==> src/hdl/mdu_defs.svh <==
`ifndef MDU_DEFS_SVH
`define MDU_DEFS_SVH

// ******************************
// Datapath sizing
// ******************************

// Width of HI, LO and both operands
`define DATA_WIDTH 32

// Start edge to finish for any multiply.
// The divider is fixed at DATA_WIDTH + 1
`define MUL_CYCLES 4

`endif

==> src/hdl/mduOpPkg.sv <==
package mduOpPkg;

    // ******************************
    // Multiply/divide operations
    // ******************************

    typedef enum logic [3:0] {
        OpMult  = 4'h0,
        OpMultu = 4'h1,
        OpDiv   = 4'h2,
        OpDivu  = 4'h3,
        OpMadd  = 4'h4,
        OpMaddu = 4'h5,
        OpMsub  = 4'h6,
        OpMsubu = 4'h7
    } mduOpE;

    // How a finished result is merged into HI/LO
    typedef enum logic [1:0] {
        AccNone = 2'b00,
        AccAdd  = 2'b01,
        AccSub  = 2'b10
    } accOpE;

endpackage

==> src/hdl/hiLoPkg.sv <==
`include "mdu_defs.svh"

package hiLoPkg;
    import mduOpPkg::*;

    // Full 64-bit HI/LO value, hi in the upper half
    typedef struct packed {
        logic [`DATA_WIDTH-1:0] hi;
        logic [`DATA_WIDTH-1:0] lo;
    } hiLoPairT;

    // Producer output, raw value plus merge mode
    typedef struct packed {
        hiLoPairT value;
        accOpE    acc;
    } mduResultT;

    // Start request
    typedef struct packed {
        mduOpE                  op;
        logic [`DATA_WIDTH-1:0] srcA;
        logic [`DATA_WIDTH-1:0] srcB;
    } mduReqT;

endpackage

==> src/hdl/mulDivUnit.sv <==
`timescale 1ns/10ps
`include "mdu_defs.svh"

module mulDivUnit
    import mduOpPkg::*;
    import hiLoPkg::*;
(
    input  logic      clk,
    input  logic      rst,
    input  logic      start,
    input  mduReqT    req,
    output logic      busy,
    output logic      finish,
    output mduResultT result
);
    localparam int Width = `DATA_WIDTH;
    localparam int CntW  = $clog2(Width + 2);

    mduOpE              opReg;
    logic [Width-1:0]   magA;
    logic [Width-1:0]   magB;
    logic               negOut;
    logic               negRem;
    logic [Width-1:0]   rem;
    logic [Width-1:0]   quo;
    logic [CntW-1:0]    cnt;

    logic               accept;
    logic               aNeg;
    logic               bNeg;
    logic [Width:0]     shifted;
    logic [Width:0]     trial;
    logic [2*Width-1:0] prod;
    logic [2*Width-1:0] prodFix;
    logic [Width-1:0]   quoFix;
    logic [Width-1:0]   remFix;

    function automatic logic isSignedOp(mduOpE op);
        return op inside {OpMult, OpDiv, OpMadd, OpMsub};
    endfunction

    function automatic logic isDivOp(mduOpE op);
        return op inside {OpDiv, OpDivu};
    endfunction

    function automatic accOpE accFor(mduOpE op);
        accOpE code;
        case (op)
            OpMadd, OpMaddu: code = AccAdd;
            OpMsub, OpMsubu: code = AccSub;
            default:         code = AccNone;
        endcase
        return code;
    endfunction

    // Requests while busy are dropped
    assign accept = start && !busy;

    assign aNeg = isSignedOp(req.op) && req.srcA[Width-1];
    assign bNeg = isSignedOp(req.op) && req.srcB[Width-1];

    // ******************************
    // Restoring divide step
    // ******************************
    assign shifted = {rem, quo[Width-1]};
    assign trial   = shifted - {1'b0, magB};

    // Unsigned product of the magnitudes
    assign prod    = {{Width{1'b0}}, magA} * {{Width{1'b0}}, magB};

    // Sign fix-up at the end
    assign prodFix = negOut ? -prod : prod;
    assign quoFix  = negOut ? -quo : quo;
    assign remFix  = negRem ? -rem : rem;

    // ******************************
    // Control
    // ******************************
    always_ff @(posedge clk or negedge rst) begin
        if (!rst) begin
            busy   <= 1'b0;
            finish <= 1'b0;
            cnt    <= '0;
        end else if (finish) begin
            busy   <= 1'b0;
            finish <= 1'b0;
        end else if (busy) begin
            cnt <= cnt - 1'b1;
            // Last counted cycle raises finish
            if (cnt == CntW'(1)) begin
                finish <= 1'b1;
            end
        end else if (start) begin
            busy <= 1'b1;
            cnt  <= isDivOp(req.op) ? CntW'(Width + 1) : CntW'(`MUL_CYCLES);
        end
    end

    // ******************************
    // Datapath
    // ******************************
    always_ff @(posedge clk) begin
        if (accept) begin
            opReg  <= req.op;
            magA   <= aNeg ? -req.srcA : req.srcA;
            magB   <= bNeg ? -req.srcB : req.srcB;
            quo    <= aNeg ? -req.srcA : req.srcA;
            rem    <= '0;
            negOut <= aNeg ^ bNeg;
            negRem <= aNeg;
        end else if (busy && !finish) begin
            // One quotient bit per cycle, the final cycle only fixes signs
            if (isDivOp(opReg) && cnt > CntW'(1)) begin
                if (!trial[Width]) begin
                    rem <= trial[Width-1:0];
                    quo <= {quo[Width-2:0], 1'b1};
                end else begin
                    rem <= shifted[Width-1:0];
                    quo <= {quo[Width-2:0], 1'b0};
                end
            end
            if (cnt == CntW'(1)) begin
                if (isDivOp(opReg)) begin
                    result.value.hi <= remFix;
                    result.value.lo <= quoFix;
                end else begin
                    result.value <= prodFix;
                end
                result.acc <= accFor(opReg);
            end
        end
    end

endmodule

==> src/hdl/hiLoRegs.sv <==
`timescale 1ns/10ps
`include "mdu_defs.svh"

module hiLoRegs
    import mduOpPkg::*;
    import hiLoPkg::*;
(
    input  logic                   clk,
    input  logic                   rst,
    input  logic                   finish,
    input  mduResultT              result,
    input  logic                   hiWr,
    input  logic                   loWr,
    input  logic [`DATA_WIDTH-1:0] wrData,
    output hiLoPairT               curPair
);
    localparam int Width = `DATA_WIDTH;

    hiLoPairT           pair;
    logic [2*Width-1:0] accSum;
    logic [2*Width-1:0] accDiff;

    // ******************************
    // Accumulate arithmetic
    // ******************************

    // Carries between LO and HI come for free in 64 bits
    assign accSum  = {pair.hi, pair.lo} + {result.value.hi, result.value.lo};
    assign accDiff = {pair.hi, pair.lo} - {result.value.hi, result.value.lo};

    // Next pair, also the bypass to the read port
    always_comb begin
        curPair = pair;
        if (finish) begin
            case (result.acc)
                AccAdd:  {curPair.hi, curPair.lo} = accSum;
                AccSub:  {curPair.hi, curPair.lo} = accDiff;
                default: curPair = result.value;
            endcase
        end else begin
            // MTHI and MTLO
            if (hiWr) begin
                curPair.hi = wrData;
            end
            if (loWr) begin
                curPair.lo = wrData;
            end
        end
    end

    // ******************************
    // Register pair
    // ******************************
    always_ff @(posedge clk or negedge rst) begin
        if (!rst) begin
            pair <= '0;
        end else begin
            pair <= curPair;
        end
    end

endmodule

==> src/hdl/moveFromHiLo.sv <==
`timescale 1ns/10ps
`include "mdu_defs.svh"

module moveFromHiLo
    import hiLoPkg::*;
(
    input  logic                   clk,
    input  logic                   rst,
    input  logic                   rdReq,
    input  logic                   rdHi,
    input  logic                   busy,
    input  hiLoPairT               curPair,
    output logic                   rdStall,
    output logic                   rdValid,
    output logic [`DATA_WIDTH-1:0] rdData
);
    logic serve;

    // Hold the request off while a result is pending
    assign rdStall = rdReq && busy;
    assign serve   = rdReq && !busy;

    always_ff @(posedge clk or negedge rst) begin
        if (!rst) begin
            rdValid <= 1'b0;
        end else begin
            rdValid <= serve;
        end
    end

    // Selected half of the bypassed pair
    always_ff @(posedge clk) begin
        if (serve) begin
            rdData <= rdHi ? curPair.hi : curPair.lo;
        end
    end

endmodule

==> src/hdl/mduTop.sv <==
`timescale 1ns/10ps
`include "mdu_defs.svh"

module mduTop
    import hiLoPkg::*;
(
    input  logic                   clk,
    input  logic                   rst,
    input  logic                   start,
    input  mduReqT                 req,
    input  logic                   hiWr,
    input  logic                   loWr,
    input  logic [`DATA_WIDTH-1:0] wrData,
    input  logic                   rdReq,
    input  logic                   rdHi,
    output logic                   busy,
    output logic                   rdStall,
    output logic                   rdValid,
    output logic [`DATA_WIDTH-1:0] rdData
);
    logic      finish;
    mduResultT result;
    hiLoPairT  curPair;

    // ******************************
    // Producer
    // ******************************
    mulDivUnit uMulDiv (
        .clk    (clk),
        .rst    (rst),
        .start  (start),
        .req    (req),
        .busy   (busy),
        .finish (finish),
        .result (result)
    );

    // HI/LO buffer with bypass
    hiLoRegs uHiLo (
        .clk     (clk),
        .rst     (rst),
        .finish  (finish),
        .result  (result),
        .hiWr    (hiWr),
        .loWr    (loWr),
        .wrData  (wrData),
        .curPair (curPair)
    );

    // MFHI/MFLO consumer
    moveFromHiLo uMoveFrom (
        .clk     (clk),
        .rst     (rst),
        .rdReq   (rdReq),
        .rdHi    (rdHi),
        .busy    (busy),
        .curPair (curPair),
        .rdStall (rdStall),
        .rdValid (rdValid),
        .rdData  (rdData)
    );

endmodule

==> config.mk <==
export PLATFORM = sky130hd
export DESIGN_NAME = mduTop
export DESIGN_NICKNAME = d
export VERILOG_FILES = /design/src/hdl/mduOpPkg.sv /design/src/hdl/hiLoPkg.sv /design/src/hdl/mulDivUnit.sv /design/src/hdl/hiLoRegs.sv /design/src/hdl/moveFromHiLo.sv /design/src/hdl/mduTop.sv
export VERILOG_INCLUDE_DIRS = /design/src /design/src/hdl
export SDC_FILE = /design/constraint.sdc
export NUM_CORES = 2
export LEC_CHECK = 0
export BUFFER_PORTS_ARGS = -buffer_cell sky130_fd_sc_hd__buf_2
export CORE_AREA = 2 2 300 302
export DETAILED_ROUTE_END_ITERATION = 8
export DIE_AREA = 0 0 302 304
export HOLD_SLACK_MARGIN = 0.06
export PLACE_DENSITY = 0.82
export RECOVER_POWER = 100
export SLEW_MARGIN = 20
export SYNTH_ARGS = -nofsm -noshare
export SYNTH_HDL_FRONTEND = slang
export SYNTH_HIERARCHICAL = 1
export SYNTH_SLANG_ARGS = --single-unit
==> constraint.sdc <==
create_clock -name clk -period 11 [get_ports clk]
set_input_delay 0 -clock clk [delete_from_list [all_inputs] [get_ports clk]]
set_output_delay 0 -clock clk [all_outputs]
set_load 0.01 [all_outputs]
==> impl_results.md <==
- Fin. max-slew vios: 684
- Cts bufs inserted: 39
- First-pass GRT wire length: 286000 um
- Violated checks: capacitance limit, slew limit
- Unique cell type count in the Yosys netlist: 104
- WP data arrival: 10.74 ns
- Vias/cell: 6.25
- Max-Cap Viols: 13
- WL per Instance: 22.9 um
- Initial antenna violation count: 10
- Sequential area share after synthesis: 14.5%
- Nets: 8042
- Period Utilization, post-route: 95.4%
- Setup ws final: 0.501 ns
- HPWL after DPL: 140000 um
- Root Driver: clkbuf_16
- Worst Path Max Fanout: 24
- Relative slew slack: -150%
- Overall routing resource usage: 40.1%
- Sequential Area: 0.00844 sq mm
- Die Wd: 302 um
- Starting density of the core: 65.4%
- Fillers: 6964
- EDFF count, synth: 199
- Drt drc: 0
- Vias in the first global route: 51.5k
- TritonCTS clock tree: yes
- Vias: 49.2k
- Critical path's most frequent cell: fa_1
- Top-area cell type share of the netlist area: 30.9%
- Syn nets: 7974
- Most common cell in the netlist: inv_1
- Final setup violation count: 0
- Syn avg cell area: 8.82 sq um
- Cells after Synth: 6602
- Crit end category: flip-flop
- Clock Tree Buf Depth: 3
- WL final: 180000 um
- Hold crit path type: input port to flip-flop
- Antenna-violating nets left: 0
- RSZ-0062 raised after global routing: false
- Area of the multi-input gates: 0.0446 sq mm
- Predominant post-synthesis flop cell: edfxtp_1
- Chip Height: 304 um
- Largest net degree at the start of global routing: 86
- Placer Congestion: 1.01
- Clock sink count: 304
- # IOs: 142
- Placement Setup Slack: 0.539 ns
- Row count: 110
- IO Port Bufs: 141
- Clk_skew: 0.0382 ns
- Post-layout min period: 10.50 ns
- Synth area leader: fa_1
- Critical path type: flip-flop to flip-flop
- Final Hold Viols: 0
- Max incr delay on CP: 0.83 ns
- DR iter-0 viols: 4639
- Maximum clock rate: 0.0952 GHz
- Async SR Flop Fraction: 24.0%
- Clock transition at path regs: 0.06 ns
- TritonRoute pass-1 iters: 6
- Clk_lat worst skew: 0.63 ns
- H-tree Lvls: 2
- Area delta synth->final: 6.94%
- Critical path launch point type: flip-flop
- Synth warnings: 6
- Core area: 0.0890 sq mm
- Crit-path slowest cell: edfxtp_1
- Number of synthesized register bits: 304
- Die area: 0.0918 sq mm
- WP data required: 11.24 ns
- Area contributors post-synth: fa_1 (31%), edfxtp_1 (10%), ha_1 (7.9%), and2_1 (6.6%), inv_1 (6.1%)
- Fin cells: 7880
- Post-Place Cells: 7661
- Setup TNS: 0 ns
- Slew @ Worst Pin: 3.75 ns
- Status: complete, but fails checks
- Mapped Area: 0.0582 sq mm
- GRT overflow: 0
- Fraction of layout cells with a size suffix above 1: 4.81%
- Leading cell types by count after synthesis: inv_1 (949), fa_1 (898), nand2_1 (873)
-- worst max-delay path, delay by kind of cell (launching register included) --
family                   cells  cell delay [ns]
AND/OR/NAND/NOR              4             1.50
XOR/XNOR                     1             0.20
flip-flops                   1             0.83
buffers and inverters        4             0.62
AO/OA/AOI/OAI                8             2.36
adder cells (fa/ha/maj)      9             4.59
-- placed cells by master, fill, tap and decap left out, drive strengths merged, types with 39 or more instances in the layout --
cell type and n:
mux2i 77, xor2 129, ha 367, o31ai 40, nor4 39, buf 188, and2 616, o21ai 323
nand2 873, mux2 50, nor2 243, xnor2 226, edfxtp 199, clkbuf 107, fa 898, dfrtp 73
dlygate4sd3 137, nand4 42, a21oi 284, inv 955, or3 45, nand2b 45, o21a 40, a21o 59
nand3 57, nor3 90
-- layout make-up --
class	count	area share, %
Multi-Input combinational cell	4993	71.6
Sequential cell	304	13.6
Inverter	951	5.74
Timing Repair Buffer	381	4.52
Tap cell	1176	2.36
Clock buffer	51	1.77
Clock inverter	20	0.428
Antenna cell	4	0.0161
-- logic make-up (layout without fill, tap and decap cells) --
kind of cell,Yosys count,in the layout,share of synthesized area (%)
mux,128,128,2.52
fa+ha+maj,1265,1265,38.8
xor+xnor,355,355,5.35
other cells,0,4,0
flops,304,304,14.5
buf+inv,1305,1403,8.58
compound gates,1022,1022,11.1
simple gates,2223,2223,19.2
-- final timing paths --
| path | from | endpoint | slack [ns] | depth (start not counted) |
|---|---|---|---|---|
| setup / recovery | uMulDiv/magA[17] | uMulDiv/result[62] | 0.50 | 26 |
| hold / removal | loWr | uHiLo/pair[5] | 0.18 | 4 |
| setup reg to reg | uMulDiv/magA[17] | uMulDiv/result[62] | 0.50 | 26 |
| hold reg to reg | uMulDiv/rem[1] | uMulDiv/rem[1] | 0.51 | 2 |
| max in group asynchronous | rst | uMulDiv/cnt[3] | 8.37 | 4 |
| min in group asynchronous | rst | uMoveFrom/rdValid | 1.30 | 4 |
-- flip-flops by register name, indices dropped and copies added (netlist names) --
| name | flops |
|---|---|
| uHiLo/pair | 64 |
| uMoveFrom/rdData | 32 |
| uMoveFrom/rdValid | 1 |
| uMulDiv/busy | 1 |
| uMulDiv/cnt | 6 |
| uMulDiv/finish | 1 |
| uMulDiv/magA | 32 |
| uMulDiv/magB | 32 |
| uMulDiv/negOut | 1 |
| uMulDiv/negRem | 1 |
| uMulDiv/opReg | 3 |
| uMulDiv/quo | 32 |
| uMulDiv/rem | 32 |
| uMulDiv/result | 66 |
-- what timing repair did --
action                                  CTS  global route
endpoints found under the setup margin    0            10
hold buffers                            138             0
endpoints found under the hold margin   280             0
setup buffers                             0             3
resized for setup                         0             1
-- per-stage QoR --
stage	util (%)	cell area [sq um]	hold WS (ns)
5_1_grt	69.9	62200	0.191
2_1_floorplan	-	58200	-0.296
3_3_place_gp	67.1	59700	0.00832
3_5_place_dp	67.1	59700	0.0184
4_1_cts	70.2	62500	0.139
6_report	69.9	62200	0.176
-- routing by layer --
metal | routed length, um | GRT usage, %
met5 | 57 | 0
met1 | 68300 | 51.7
met2 | 83100 | 64.5
met4 | 11800 | 21.2
met3 | 17300 | 7.26
Power is left out: the tool's default activity adds up to more than one toggle a clock period on the data nets, which glitch-free logic cannot reach.
